$ cat config.mk
export PLATFORM = sky130hd
export DESIGN_NAME = thr_switch_top
export DESIGN_NICKNAME = d
export VERILOG_FILES = /design/src/thr_pkg.sv /design/src/thr_evt_decode.sv /design/src/thr_fsm.sv /design/src/thr_pick.sv /design/src/thr_switch_top.sv
export VERILOG_INCLUDE_DIRS = /design/src
export SDC_FILE = /design/constraint.sdc
export NUM_CORES = 1
export LEC_CHECK = 0
export BUFFER_PORTS_ARGS = -buffer_cell sky130_fd_sc_hd__buf_2
export CORE_MARGIN = 5
export CORE_UTILIZATION = 58
export CTS_CLUSTER_DIAMETER = 120
export CTS_CLUSTER_SIZE = 20
export DETAILED_ROUTE_END_ITERATION = 7
export GPL_TIMING_DRIVEN = 1
export PLACE_DENSITY = 0.8
export RECOVER_POWER = 25
export SLEW_MARGIN = 30
export SYNTH_ARGS = -nofsm -noshare
export SYNTH_HDL_FRONTEND = slang
export SYNTH_SLANG_ARGS = --single-unit
$ cat constraint.sdc
create_clock -name clk -period 3.29 [get_ports clk]
set_input_delay 0.329 -clock clk [delete_from_list [all_inputs] [get_ports clk]]
set_output_delay 0.329 -clock clk [all_outputs]
set_load 0.02 [all_outputs]
$ cat src/thr_params.svh
/*
 * thread count and thread id width for the thread-switch unit
 * THR_NUM must be a power of two from 2 to 8
 * THR_ID_W follows from THR_NUM and is not set by hand
 */
`ifndef THR_PARAMS_SVH
`define THR_PARAMS_SVH

// hardware threads in the fetch stage
`define THR_NUM 4

// bits in a thread id
`define THR_ID_W ($clog2(`THR_NUM))

`endif

$ cat src/thr_pkg.sv
/*
 * shared types for the thread-switch unit
 * state encodings match the original thread FSM
 * command literals carry a CMD_ prefix since HALT is already a state name
 */
`include "thr_params.svh"

package thr_pkg;

   // thread FSM state, 5-bit one-off encodings
   typedef enum logic [4:0]
   {
      IDLE     = 5'b00000,
      HALT     = 5'b00010,
      RDY      = 5'b11001,
      RUN      = 5'b00101,
      WAIT     = 5'b00001,
      SPEC_RDY = 5'b10011,
      SPEC_RUN = 5'b00111
   } thr_state_e;

   // per-thread event strobes, all single cycle
   typedef struct packed
   {
      logic completion;   // awaited op finished
      logic schedule;     // picked to run
      logic spec_ld;      // speculative switch in
      logic ldhit;        // speculation was right
      logic stall;        // ldmiss, imiss or trap
      logic int_activate;
      logic halt_thread;
      logic start_thread;
      logic nuke_thread;
      logic thaw_thread;
      logic rst_thread;
   } thr_evt_t;

   // levels shared by all threads
   typedef struct packed
   {
      logic switch_out; // running thread switched out
      logic sw_cond;    // wait for completion
   } thr_common_t;

   // control command code on the cmd port
   typedef enum logic [2:0]
   {
      CMD_NONE     = 3'd0,
      CMD_START    = 3'd1,
      CMD_HALT     = 3'd2,
      CMD_NUKE     = 3'd3,
      CMD_THAW     = 3'd4,
      CMD_RST      = 3'd5,
      CMD_ACTIVATE = 3'd6
   } thr_cmd_e;

   // debug state overwrite
   typedef struct packed
   {
      logic                 wr_en;
      logic [`THR_ID_W-1:0] tid;
      thr_state_e           state;
   } thr_dbg_t;

endpackage

$ cat src/thr_evt_decode.sv
/*
 * event front end for the thread-switch unit
 * every input is flopped once, then ids expand into one-hot strobes
 * the schedule field is always 0 here, the picker adds it later
 * events never queue; each registered strobe lives one cycle
 */
`include "thr_params.svh"

module thr_evt_decode
(
   input  logic                                 clk,
   input  logic                                 reset,
   input  logic                                 comp_valid,
   input  logic                                 stall_valid,
   input  logic                                 spec_valid,
   input  logic                                 ldhit_valid,
   input  logic [`THR_ID_W-1:0]                 comp_tid,
   input  logic [`THR_ID_W-1:0]                 stall_tid,
   input  logic [`THR_ID_W-1:0]                 spec_tid,
   input  logic [`THR_ID_W-1:0]                 ldhit_tid,
   input  logic [`THR_ID_W-1:0]                 cmd_tid,
   input  thr_pkg::thr_cmd_e                    cmd,
   input  thr_pkg::thr_common_t                 common,
   input  thr_pkg::thr_dbg_t                    dbg,
   output thr_pkg::thr_evt_t [`THR_NUM-1:0]     evt,
   output thr_pkg::thr_common_t                 com_q,
   output thr_pkg::thr_dbg_t                    dbg_q
);

   logic                 comp_v_q, stall_v_q, spec_v_q, ldhit_v_q;
   logic [`THR_ID_W-1:0] comp_tid_q, stall_tid_q, spec_tid_q, ldhit_tid_q, cmd_tid_q;
   thr_pkg::thr_cmd_e    cmd_q;
   logic                 dbg_wr_q;
   logic [`THR_ID_W-1:0] dbg_tid_q;
   thr_pkg::thr_state_e  dbg_state_q;
   logic                 cmd_hit; // command aimed at the thread in the loop

   // control side, cleared on reset
   always_ff @(posedge clk)
   begin
      if (reset)
      begin
         comp_v_q  <= 1'b0;
         stall_v_q <= 1'b0;
         spec_v_q  <= 1'b0;
         ldhit_v_q <= 1'b0;
         cmd_q     <= thr_pkg::CMD_NONE;
         com_q     <= '0;
         dbg_wr_q  <= 1'b0;
      end
      else
      begin
         comp_v_q  <= comp_valid;
         stall_v_q <= stall_valid;
         spec_v_q  <= spec_valid;
         ldhit_v_q <= ldhit_valid;
         cmd_q     <= cmd;
         com_q     <= common;
         dbg_wr_q  <= dbg.wr_en;
      end
   end

   // ids and debug data, only looked at with a valid
   always_ff @(posedge clk)
   begin
      comp_tid_q  <= comp_tid;
      stall_tid_q <= stall_tid;
      spec_tid_q  <= spec_tid;
      ldhit_tid_q <= ldhit_tid;
      cmd_tid_q   <= cmd_tid;
      dbg_tid_q   <= dbg.tid;
      dbg_state_q <= dbg.state;
   end

   assign dbg_q = '{wr_en: dbg_wr_q, tid: dbg_tid_q, state: dbg_state_q};

   // one-hot expansion per thread
   always_comb
   begin
      cmd_hit = 1'b0;
      for (int t = 0; t < `THR_NUM; t++)
      begin
         evt[t]            = '0; // schedule stays 0
         evt[t].completion = comp_v_q & (comp_tid_q == `THR_ID_W'(t));
         evt[t].stall      = stall_v_q & (stall_tid_q == `THR_ID_W'(t));
         evt[t].spec_ld    = spec_v_q & (spec_tid_q == `THR_ID_W'(t));
         evt[t].ldhit      = ldhit_v_q & (ldhit_tid_q == `THR_ID_W'(t));
         cmd_hit           = (cmd_tid_q == `THR_ID_W'(t));
         // command code maps onto exactly one field
         evt[t].start_thread = cmd_hit & (cmd_q == thr_pkg::CMD_START);
         evt[t].halt_thread  = cmd_hit & (cmd_q == thr_pkg::CMD_HALT);
         evt[t].nuke_thread  = cmd_hit & (cmd_q == thr_pkg::CMD_NUKE);
         evt[t].thaw_thread  = cmd_hit & (cmd_q == thr_pkg::CMD_THAW);
         evt[t].rst_thread   = cmd_hit & (cmd_q == thr_pkg::CMD_RST);
         evt[t].int_activate = cmd_hit & (cmd_q == thr_pkg::CMD_ACTIVATE);
      end
   end

endmodule

$ cat src/thr_fsm.sv
/*
 * state machine of one hardware thread
 * priorities follow the original switch logic table
 * dbg_wr loads dbg_state and wins over every event of that cycle
 * an unknown encoding leaves only on rst_thread or nuke_thread
 */
module thr_fsm
(
   input  logic                 clk,
   input  logic                 reset,
   input  thr_pkg::thr_evt_t    evt,
   input  thr_pkg::thr_common_t com,
   input  logic                 dbg_wr,
   input  thr_pkg::thr_state_e  dbg_state,
   output thr_pkg::thr_state_e  state
);

   thr_pkg::thr_state_e next_state;

   always_comb
   begin
      next_state = state; // hold unless a branch below applies
      case (state)
         thr_pkg::IDLE:
         begin
            // other events ignored while dead
            if (evt.rst_thread | evt.thaw_thread)
               next_state = thr_pkg::WAIT;
            else if (evt.start_thread)
               next_state = thr_pkg::RDY;
         end
         thr_pkg::HALT:
         begin
            if (evt.nuke_thread)
               next_state = thr_pkg::IDLE;
            else if (evt.rst_thread | evt.thaw_thread)
               next_state = thr_pkg::WAIT;
            else if (evt.int_activate | evt.start_thread)
               next_state = thr_pkg::RDY;
         end
         thr_pkg::RDY:
         begin
            if (evt.stall) // trap kills the thread before it runs
               next_state = thr_pkg::WAIT;
            else if (evt.schedule)
               next_state = thr_pkg::RUN;
         end
         thr_pkg::RUN:
         begin
            if (evt.stall | com.sw_cond)
               next_state = thr_pkg::WAIT;
            else if (com.switch_out) // fetch switched it out
               next_state = thr_pkg::RDY;
         end
         thr_pkg::WAIT:
         begin
            if (evt.nuke_thread)
               next_state = thr_pkg::IDLE;
            else if (evt.halt_thread)
               next_state = thr_pkg::HALT;
            else if (evt.stall) // blocks spec_ld and completion
               next_state = thr_pkg::WAIT;
            else if (evt.spec_ld)
               next_state = thr_pkg::SPEC_RDY;
            else if (evt.completion)
               next_state = thr_pkg::RDY;
         end
         thr_pkg::SPEC_RDY:
         begin
            if (evt.stall)
               next_state = thr_pkg::WAIT;
            else if (evt.schedule & ~evt.ldhit)
               next_state = thr_pkg::SPEC_RUN;
            else if (evt.schedule & evt.ldhit) // hit known at switch in
               next_state = thr_pkg::RUN;
            else if (evt.ldhit)
               next_state = thr_pkg::RDY;
         end
         thr_pkg::SPEC_RUN:
         begin
            if (evt.stall | com.sw_cond)
               next_state = thr_pkg::WAIT;
            else if (evt.ldhit & com.switch_out)
               next_state = thr_pkg::RDY;
            else if (evt.ldhit)
               next_state = thr_pkg::RUN;
            else if (com.switch_out) // still speculative
               next_state = thr_pkg::SPEC_RDY;
         end
         default:
         begin
            if (evt.rst_thread)
               next_state = thr_pkg::WAIT;
            else if (evt.nuke_thread)
               next_state = thr_pkg::IDLE;
         end
      endcase
   end

   always_ff @(posedge clk)
   begin
      if (reset)
         state <= thr_pkg::IDLE;
      else if (dbg_wr)
         state <= dbg_state; // debug overwrite
      else
         state <= next_state;
   end

endmodule

$ cat src/thr_pick.sv
/*
 * round-robin thread picker
 * schedules one RDY or SPEC_RDY thread only while none is running
 * the pointer names the first thread searched and moves past each grant
 * run_valid and run_tid are combinational, lowest running index wins
 */
`include "thr_params.svh"

module thr_pick
(
   input  logic                                   clk,
   input  logic                                   reset,
   input  thr_pkg::thr_state_e [`THR_NUM-1:0]     states,
   output logic [`THR_NUM-1:0]                    sched,
   output logic                                   run_valid,
   output logic [`THR_ID_W-1:0]                   run_tid
);

   logic [`THR_ID_W-1:0] ptr;       // round-robin start point
   logic [`THR_ID_W-1:0] idx;       // thread under test in the search
   logic [`THR_ID_W-1:0] grant_tid;
   logic                 grant;
   logic [`THR_NUM-1:0]  ready;
   logic [`THR_NUM-1:0]  running;

   always_comb
   begin
      for (int t = 0; t < `THR_NUM; t++)
      begin
         ready[t]   = (states[t] == thr_pkg::RDY) | (states[t] == thr_pkg::SPEC_RDY);
         running[t] = (states[t] == thr_pkg::RUN) | (states[t] == thr_pkg::SPEC_RUN);
      end
   end

   // running thread encode, downward so the lowest index is kept
   always_comb
   begin
      run_tid = '0;
      for (int t = `THR_NUM - 1; t >= 0; t--)
      begin
         if (running[t])
            run_tid = `THR_ID_W'(t);
      end
   end

   assign run_valid = |running;

   // rotating search from ptr, wraps since THR_NUM is a power of two
   always_comb
   begin
      grant     = 1'b0;
      grant_tid = '0;
      idx       = '0;
      for (int k = 0; k < `THR_NUM; k++)
      begin
         idx = ptr + `THR_ID_W'(k);
         if (!grant && ready[idx])
         begin
            grant     = 1'b1;
            grant_tid = idx;
         end
      end
      sched = '0;
      if (grant && !run_valid) // only one thread runs at a time
         sched[grant_tid] = 1'b1;
   end

   always_ff @(posedge clk)
   begin
      if (reset)
         ptr <= '0;
      else if (|sched)
         ptr <= grant_tid + 1'b1; // next search starts past the grant
   end

endmodule

$ cat src/thr_switch_top.sv
/*
 * thread-switch unit top level
 * decoder feeds THR_NUM identical thread FSMs, the picker drains them
 * state latency from an input event is 2 cycles, debug writes too
 * switch_out and sw_cond apply to all threads alike
 */
`include "thr_params.svh"

module thr_switch_top
(
   input  logic                               clk,
   input  logic                               reset,
   input  logic                               comp_valid,
   input  logic [`THR_ID_W-1:0]               comp_tid,
   input  logic                               stall_valid,
   input  logic [`THR_ID_W-1:0]               stall_tid,
   input  logic                               spec_valid,
   input  logic [`THR_ID_W-1:0]               spec_tid,
   input  logic                               ldhit_valid,
   input  logic [`THR_ID_W-1:0]               ldhit_tid,
   input  thr_pkg::thr_cmd_e                  cmd,
   input  logic [`THR_ID_W-1:0]               cmd_tid,
   input  thr_pkg::thr_common_t               common,
   input  thr_pkg::thr_dbg_t                  dbg,
   output thr_pkg::thr_state_e [`THR_NUM-1:0] thr_state,
   output logic                               run_valid,
   output logic [`THR_ID_W-1:0]               run_tid
);

   thr_pkg::thr_evt_t [`THR_NUM-1:0] evt;   // decoded, schedule still 0
   thr_pkg::thr_common_t             com_q;
   thr_pkg::thr_dbg_t                dbg_q;
   logic [`THR_NUM-1:0]              sched;

   thr_evt_decode u_decode (.clk, .reset, .comp_valid, .stall_valid, .spec_valid,
                            .ldhit_valid, .comp_tid, .stall_tid, .spec_tid, .ldhit_tid,
                            .cmd_tid, .cmd, .common, .dbg, .evt, .com_q, .dbg_q);

   for (genvar i = 0; i < `THR_NUM; i++)
   begin : g_thr
      thr_pkg::thr_evt_t evt_m; // decoded events plus the schedule pulse
      logic              dbg_wr;

      always_comb
      begin
         evt_m          = evt[i];
         evt_m.schedule = evt[i].schedule | sched[i];
      end

      assign dbg_wr = dbg_q.wr_en & (dbg_q.tid == `THR_ID_W'(i));

      thr_fsm u_fsm (.clk, .reset, .evt(evt_m), .com(com_q), .dbg_wr,
                     .dbg_state(dbg_q.state), .state(thr_state[i]));
   end

   thr_pick u_pick (.clk, .reset, .states(thr_state), .sched, .run_valid, .run_tid);

endmodule

==> results by group, run 1 <==
Global routing
  – First-pass GRT wire length: 19,600 um
  – Gr ovfl total: 0
  – Largest net degree at the start of global routing: 35
  – Initial antenna violation count: 0
  – Number of global-route vias before repair: 3,869
  – GRT Overall Usage: 0.291

Yosys
  – Cell Area, Synth: 0.00372 mm2
  – Combinational family with the most area after synthesis: simple AND/OR/NAND/NOR gates
  – Post-synth EDFFs: 0
  – Async set-reset flop share out of synthesis: 0
  – Library cells used by synthesis: 76
  – Synth Warn #: 0
  – Register area share after synthesis: 0.264
  – Post-synthesis mux area share: 0.00807
  – Synth top cells by count: 49 x dfxtp_1, 40 x nand2_1, 34 x nor2_1
  – Post-Syn Area per Cell: 7.90 um2
  – Largest area contributor in the netlist: dfxtp_1
  – Post-synthesis adder-cell area fraction: 0.0134
  – Top cell type's share of synthesized area: 0.264
  – Top-count cell post-synth: dfxtp_1
  – Syn nets: 504
  – Most used DFF post-synth: dfxtp_1
  – XOR/XNOR share of the synthesized area: 0.00941
  – Yosys reg bits: 49
  – Area contributors post-synth: dfxtp_1 26%, a211oi_1 5.4%, nor2b_1 4.2%, nand2_1 4.0%, nor2_1 3.4%
  – Synth Area in Compound Gates: 0.319
  – Mapped Cells: 471
  – Post-Synth Simple-Gate Area: 0.347

Outcome
  – Status: finished, violations left
  – Failing checks: max-capacitance violations, max-slew violations

Routing
  – DRC violations left: 0
  – DR WL/cell: 20.6 um
  – Routed wire length: 12,200 um
  – Routed vias: 4,180
  – Vias/cell: 7.04
  – First drt pass iteration count: 6
  – Initial DRC count: 504
  – Routed Antenna Nets: 0

Final layout
  – Area growth syn-to-layout: 11.7%
  – Layout Nets: 549
  – Finished Cell Area: 0.00416 mm2
  – N_diodes: 0
  – Fill count: 543
  – Layout cell share with drive strength beyond 1: 0.176

Timing
  – Slew Limit Headroom: -0.0444
  – Least-Margin Pin Slew: 1.57 ns
  – Hold Fails Final Rpt: 0
  – Final min period: 3.05 ns
  – Unrepaired setup endpoints after global routing: no
  – Final Setup Violations: 0
  – Setup Skew: 0.0154 ns
  – Max Clock Freq: 328 MHz
  – Sum Neg Setup Slack: 0 ns
  – Max-slew violation count: 35
  – Crit share post-route: 0.927

Die
  – Die area: 0.00812 mm2
  – Die H: 90.1 um
  – Core Rows: 29
  – Io pins: 52
  – Chip width: 90.1 um
  – Total core area: 0.00628 mm2
  – Initial core utilization: 0.593

Place
  – Cell Area, Placed: 0.00406 mm2
  – Post-detail-place hpwl: 8930 um
  – GPL Wtd Cong: 0.990
  – # port buffers: 51

Clock tree
  – CTS tree: done
  – Setup Fix Bufs, Post-CTS: 0
  – H-tree depth: 2
  – CTS sink cnt: 49
  – Skew-Pair Late Insertion Delay: 0.32 ns
  – CTS Buf Count: 5
  – # hold bufs at CTS: 0
  – Clk buf depth: 2
  – Root cell of the clock tree: clkbuf_8
  – Clock Pin Slew Worst Setup and Hold Paths: 0.11 ns
  – Resized cells post-CTS: 0

Setup path
  – Data required time of the worst path: 3.46 ns
  – Crit path kind: reg2reg
  – Worst Path Max Fanout: 9
  – CP arrival: 3.22 ns
  – Crit end category: flop
  – Critical Path Start Type: flop

Hold path
  – Hold crit path type: in2reg

Flow run
  – Maxcap violations: 1

Power
  – LEAKAGE: 1.57 nW
  – VDD IR max: 437 uV
  – Power Density: 690 mW/mm2
==> per-layer routing <==
layer  vias up  part of all wire  wire [um]  track usage
li1       1907                 -          -            -
met1      1922              0.41       5030        0.398
met2       300              0.42       5160        0.440
met3        51              0.12       1460       0.0518
met4         0             0.048        587        0.143
met5         -                 0          0            0
==> cell type report <==
cell class                 instances  area, um2  area share
sequential                        49        981       0.236
clock inverter                     2       17.5     0.00422
clock buffer                       6       82.6      0.0199
timing repair buffer              64        352      0.0846
tap                               77       96.3      0.0232
multi-input combinational        387       2590       0.624
inverter                           9       33.8     0.00813
==> stage by stage <==
| stage | total power, mW | cells | hold slack, ns | setup WS, ns | utilization |
|---|---|---|---|---|---|
| final | 2.87 | 594 | 0.104 | 0.239 | 0.662 |
| after global routing | 3.04 | 594 | 0.103 | 0.0542 | 0.662 |
| after CTS | 2.83 | 594 | 0.104 | 0.326 | 0.662 |
| after detailed placement | 2.43 | 586 | 0.433 | 0.385 | 0.646 |
| after global placement | 2.40 | 586 | 0.431 | 0.498 | 0.646 |
| after floorplan | 2.01 | 471 | 0.357 | 0.621 | - |
==> kinds of logic (layout without fill, tap and decap cells) <==
group                      Yosys count  after routing
muxes                                3              3
adders and majority gates            4              4
buffers and inverters               35             81
DFF                                 49             49
and+or+nand+nor                    216            216
xor gates and xnor gates             4              4
AOI/OAI and AO/OA                  160            160
==> flip-flops by register name, summed over array words and instances (netlist names), 2 cells and up <==
register	cells
u_decode.spec_tid_q	2
u_decode.cmd_tid_q	2
u_decode.stall_tid_q	2
u_decode.ldhit_tid_q	2
u_decode.dbg_state_q	5
u_decode.comp_tid_q	2
u_decode.dbg_tid_q	2
u_decode.cmd_q	3
g_thr.u_fsm.state	20
u_pick.ptr	2
u_decode.com_q	2
==> worst max-delay path: stages, from the launching register on <==
cell,delay [ns]
dfxtp_1,0.49
nand3b_1,0.26
nor2_1,0.28
nand2_1,0.08
o211ai_1,0.33
inv_1,0.12
ha_1,0.26
or4_1,0.54
o211ai_1,0.19
mux2i_1,0.28
nor2_1,0.06
==> final timing paths <==
path | startpoint | to | slack (ns) | depth (start not counted)
worst min-delay path | dbg[1] | u_decode.dbg_state_q[1]$_DFF_P_ | 0.10 | 1
worst min register to register | g_thr[2].u_fsm.state[0]$_SDFFE_PP0P_ | g_thr[2].u_fsm.state[0]$_SDFFE_PP0P_ | 0.60 | 2
worst max-delay path | g_thr[2].u_fsm.state[4]$_SDFFE_PP0P_ | u_pick.ptr[0]$_SDFFE_PP0P_ | 0.24 | 10
worst max register to register | g_thr[2].u_fsm.state[4]$_SDFFE_PP0P_ | u_pick.ptr[0]$_SDFFE_PP0P_ | 0.24 | 10
==> where the power goes <==
group | switching, mW | internal (mW)
logic | 0.913 | 0.672
clock network | 0.228 | 0.175
registers | 0.183 | 0.694
==> placed cells by master (no fill, tap or decap), drive strengths merged, types with 9 or more instances in the layout <==
cell | Yosys | routed
o22ai | 9 | 9
nand2b | 12 | 12
nor2 | 34 | 34
nor2b | 25 | 25
dfxtp | 49 | 49
buf | 7 | 63
a211oi | 29 | 29
o21ai | 19 | 19
nand2 | 40 | 40
nor3 | 15 | 15
a311oi | 10 | 10
nand3b | 11 | 11
a21oi | 22 | 22
inv | 9 | 10
nand3 | 14 | 14
o211ai | 16 | 16
(Power assumes the default switching activity.)
==> run 2: changes to the inputs <==
Settings changed: CORE_UTILIZATION 58 to 63, PLACE_DENSITY 0.8 to 0.86.
Clock period 3.29 ns to 3.6 ns, I/O delays scaled along.
==> run 2 against run 1 <==
  * The flow still finishes with violations (max-capacitance violations, max-slew violations)
  * Register-to-register slack gained 0.23 ns
  * Final area down 1.7%
  * Sequential share of layout area rose by 0.40 points
  * Final cell count is 1.9% lower
  * Die area down 7.1%
  * Sequential power fell by 4.1%
  * Global-route usage grew 3.8 points
  * Routed wire length decreased by 1.1%
  * Non-clock buffer count decreased by 9
  * First-iteration DRC count decreased by 5.4%
==> results by group, run 2 (same netlist as run 1, synthesis figures left out) <==
Timing
  – Final Setup Violations: 0 (unchanged)
  – Max-slew violation count: 35 (unchanged)
  – Setup Skew: 0.0134 ns (-0.00205 ns)
  – Unrepaired setup endpoints after global routing: no
  – Max Clock Freq: 319 MHz (-2.7%)
  – Final min period: 3.13 ns (+0.0831 ns)
  – Slew Limit Headroom: -0.169 (-0.125)
  – Hold Fails Final Rpt: 0 (unchanged)
  – Least-Margin Pin Slew: 1.75 ns (+0.188 ns)
  – Sum Neg Setup Slack: 0 ns (unchanged)
  – Crit share post-route: 0.871 (-0.0568)

Flow run
  – Maxcap violations: 1 (unchanged)

Final layout
  – Final non-filler cell total: 583 (-1.9%)
  – Layout Nets: 540 (-1.6%)
  – Fill count: 513 (-5.5%)
  – Finished Cell Area: 0.00409 mm2 (-1.7%)
  – Multi-input combinational cell area: 0.00259 mm2 (unchanged)
  – Largest register FFs: 20 (unchanged)
  – Largest register by flop count: g_thr.u_fsm.state
  – Area growth syn-to-layout: 9.78%
  – N_diodes: 0 (unchanged)
  – Layout cell share with drive strength beyond 1: 0.161 (-0.0146)
  – Top flop regs: g_thr.u_fsm.state x20, u_decode.dbg_state_q x5, u_decode.cmd_q x3
  – Commonest non-fill, non-tap cells in the layout: 50 x buf_2, 49 x dfxtp_1, 40 x nand2_1, 34 x nor2_1, 27 x a211oi_1
  – Register area: 981 um2 (unchanged)
  – Commonest non-fill, non-tap cell in the layout: buf_2

Clock tree
  – Skew-Pair Late Insertion Delay: 0.32 ns (about the same)
  – H-tree depth: 2 (unchanged)
  – CTS tree: done
  – Resized cells post-CTS: 0 (unchanged)
  – Root cell of the clock tree: clkbuf_8
  – Clk buf depth: 2 (unchanged)
  – CTS sink cnt: 49 (unchanged)
  – # hold bufs at CTS: 0 (unchanged)
  – Clock Pin Slew Worst Setup and Hold Paths: 0.10 ns (about the same)
  – CTS Buf Count: 5 (unchanged)
  – Setup Fix Bufs, Post-CTS: 0 (unchanged)

Die
  – Io pins: 52 (unchanged)
  – Die H: 86.9 um (-3.6%)
  – Chip width: 86.9 um (-3.6%)
  – Die area: 0.00754 mm2 (-7.1%)
  – Initial core utilization: 0.640 (+0.0471)
  – Total core area: 0.00582 mm2 (-7.4%)
  – Core Rows: 28 (-3.4%)

Routing
  – First drt pass iteration count: 6 (unchanged)
  – Routed Antenna Nets: 0 (unchanged)
  – Routed wire length: 12,100 um (-1.1%)
  – Routed vias: 4,173 (-0.17%)
  – Met3 WL: 1500 um (+2.9%)
  – WL met1: 4890 um (-2.7%)
  – Top sig layer: met4
  – Vias/cell: 7.16 (+1.7%)
  – Initial DRC count: 477 (-5.4%)
  – DRC violations left: 0 (unchanged)
  – Met2 wire len: 5100 um (-1.2%)
  – DR WL/cell: 20.7 um (+0.74%)

Setup path
  – CP arrival: 3.27 ns (+0.05 ns)
  – Kind of cell adding the most delay to the critical path: simple AND/OR/NAND/NOR gates
  – Crit end category: flop
  – Worst Path Max Fanout: 16 (+7)
  – Critical Path Start Type: flop
  – Data required time of the worst path: 3.74 ns (+0.28 ns)
  – Crit path kind: reg2reg
  – CP peak stage delay: 0.67 ns (+0.13 ns)
  – Crit path buffers/inverters: 1 (unchanged)
  – CP Cell Sequence: xnor2_1 -> nor2_1 -> nand2_1 -> o211ai_1 -> inv_1 -> ha_1 -> or4_1 -> o211ai_1 -> mux2i_1 -> nor2_1
  – Slowest cell on crit path: dfxtp_1

Global routing
  – GRT Overall Usage: 0.330 (+0.0384)
  – First-pass GRT wire length: 19,500 um (-0.53%)
  – Initial antenna violation count: 0 (unchanged)
  – Largest net degree at the start of global routing: 35 (unchanged)
  – Gr ovfl total: 0 (unchanged)
  – Number of global-route vias before repair: 3,834 (-0.90%)

Place
  – # placed instances: 575 (-1.9%)
  – Post-detail-place hpwl: 8700 um (-2.6%)
  – GPL Wtd Cong: 0.992 (+0.12%)
  – # port buffers: 51 (unchanged)
  – Cell Area, Placed: 0.00399 mm2 (-1.7%)

Outcome
  – Failing checks: max-capacitance violations, max-slew violations
  – Status: finished, violations left

Power
  – VDD IR max: 458 uV (+4.9%)
  – Power Density: 630 mW/mm2 (-8.6%)
  – LEAKAGE: 1.52 nW (-2.9%)

Hold path
  – Hold crit path type: in2reg
run 2: cell count changes in the layout (fill, tap and decap cells not counted), sizes merged:
cell / previous run / this run
buf: 63 / 54
run 2: stage by stage:
| stage | setup WS, ns | util | hold WS [ns] | power [mW] |
|---|---|---|---|---|
| 5_1_grt | 0.171 | 0.702 | 0.128 | 2.75 |
| 2_1_floorplan | 0.931 | - | 0.388 | 1.84 |
| 3_5_place_dp | 0.594 | 0.685 | 0.464 | 2.18 |
| 6_report | 0.466 | 0.702 | 0.131 | 2.57 |
| 3_3_place_gp | 0.769 | 0.685 | 0.462 | 2.16 |
| 4_1_cts | 0.577 | 0.703 | 0.132 | 2.55 |
run 2: power by group:
| part | internal (mW) | leakage, nW | switching (mW) |
|---|---|---|---|
| clock | 0.160 | 0.0518 | 0.205 |
| sequential | 0.634 | 0.408 | 0.208 |
| combinational | 0.578 | 1.06 | 0.790 |
run 2: path summary, 6_finish.rpt:
check	startpoint	end	slack, ns	cells after the start
setup reg to reg	g_thr[2].u_fsm.state[1]$_SDFFE_PP0P_	u_pick.ptr[0]$_SDFFE_PP0P_	0.47	10
setup / recovery	g_thr[2].u_fsm.state[1]$_SDFFE_PP0P_	u_pick.ptr[0]$_SDFFE_PP0P_	0.47	10
hold / removal	comp_tid[0]	u_decode.comp_tid_q[0]$_DFF_P_	0.13	1
hold reg to reg	u_pick.ptr[0]$_SDFFE_PP0P_	u_pick.ptr[0]$_SDFFE_PP0P_	0.58	2
run 2: worst register-to-register path: stages (launching register included):
cell      delay [ns]
dfxtp_1         0.67
xnor2_1         0.24
nor2_1          0.24
nand2_1         0.07
o211ai_1        0.36
inv_1           0.12
ha_1            0.26
or4_1           0.54
o211ai_1        0.18
mux2i_1         0.22
nor2_1          0.06
run 2: routing by layer:
layer,up-vias,track usage
li1,1894,-
met2,304,0.484
met1,1909,0.436
met5,-,0
met3,66,0.0946
met4,0,0.171
run 2: layout make-up:
type | instances | share of cell area
Clock buffer | 6 | 0.0202
Clock inverter | 2 | 0.00429
Inverter | 9 | 0.00827
Multi-Input combinational cell | 387 | 0.635
Sequential cell | 49 | 0.240
Tap cell | 75 | 0.0230
Timing Repair Buffer | 55 | 0.0695
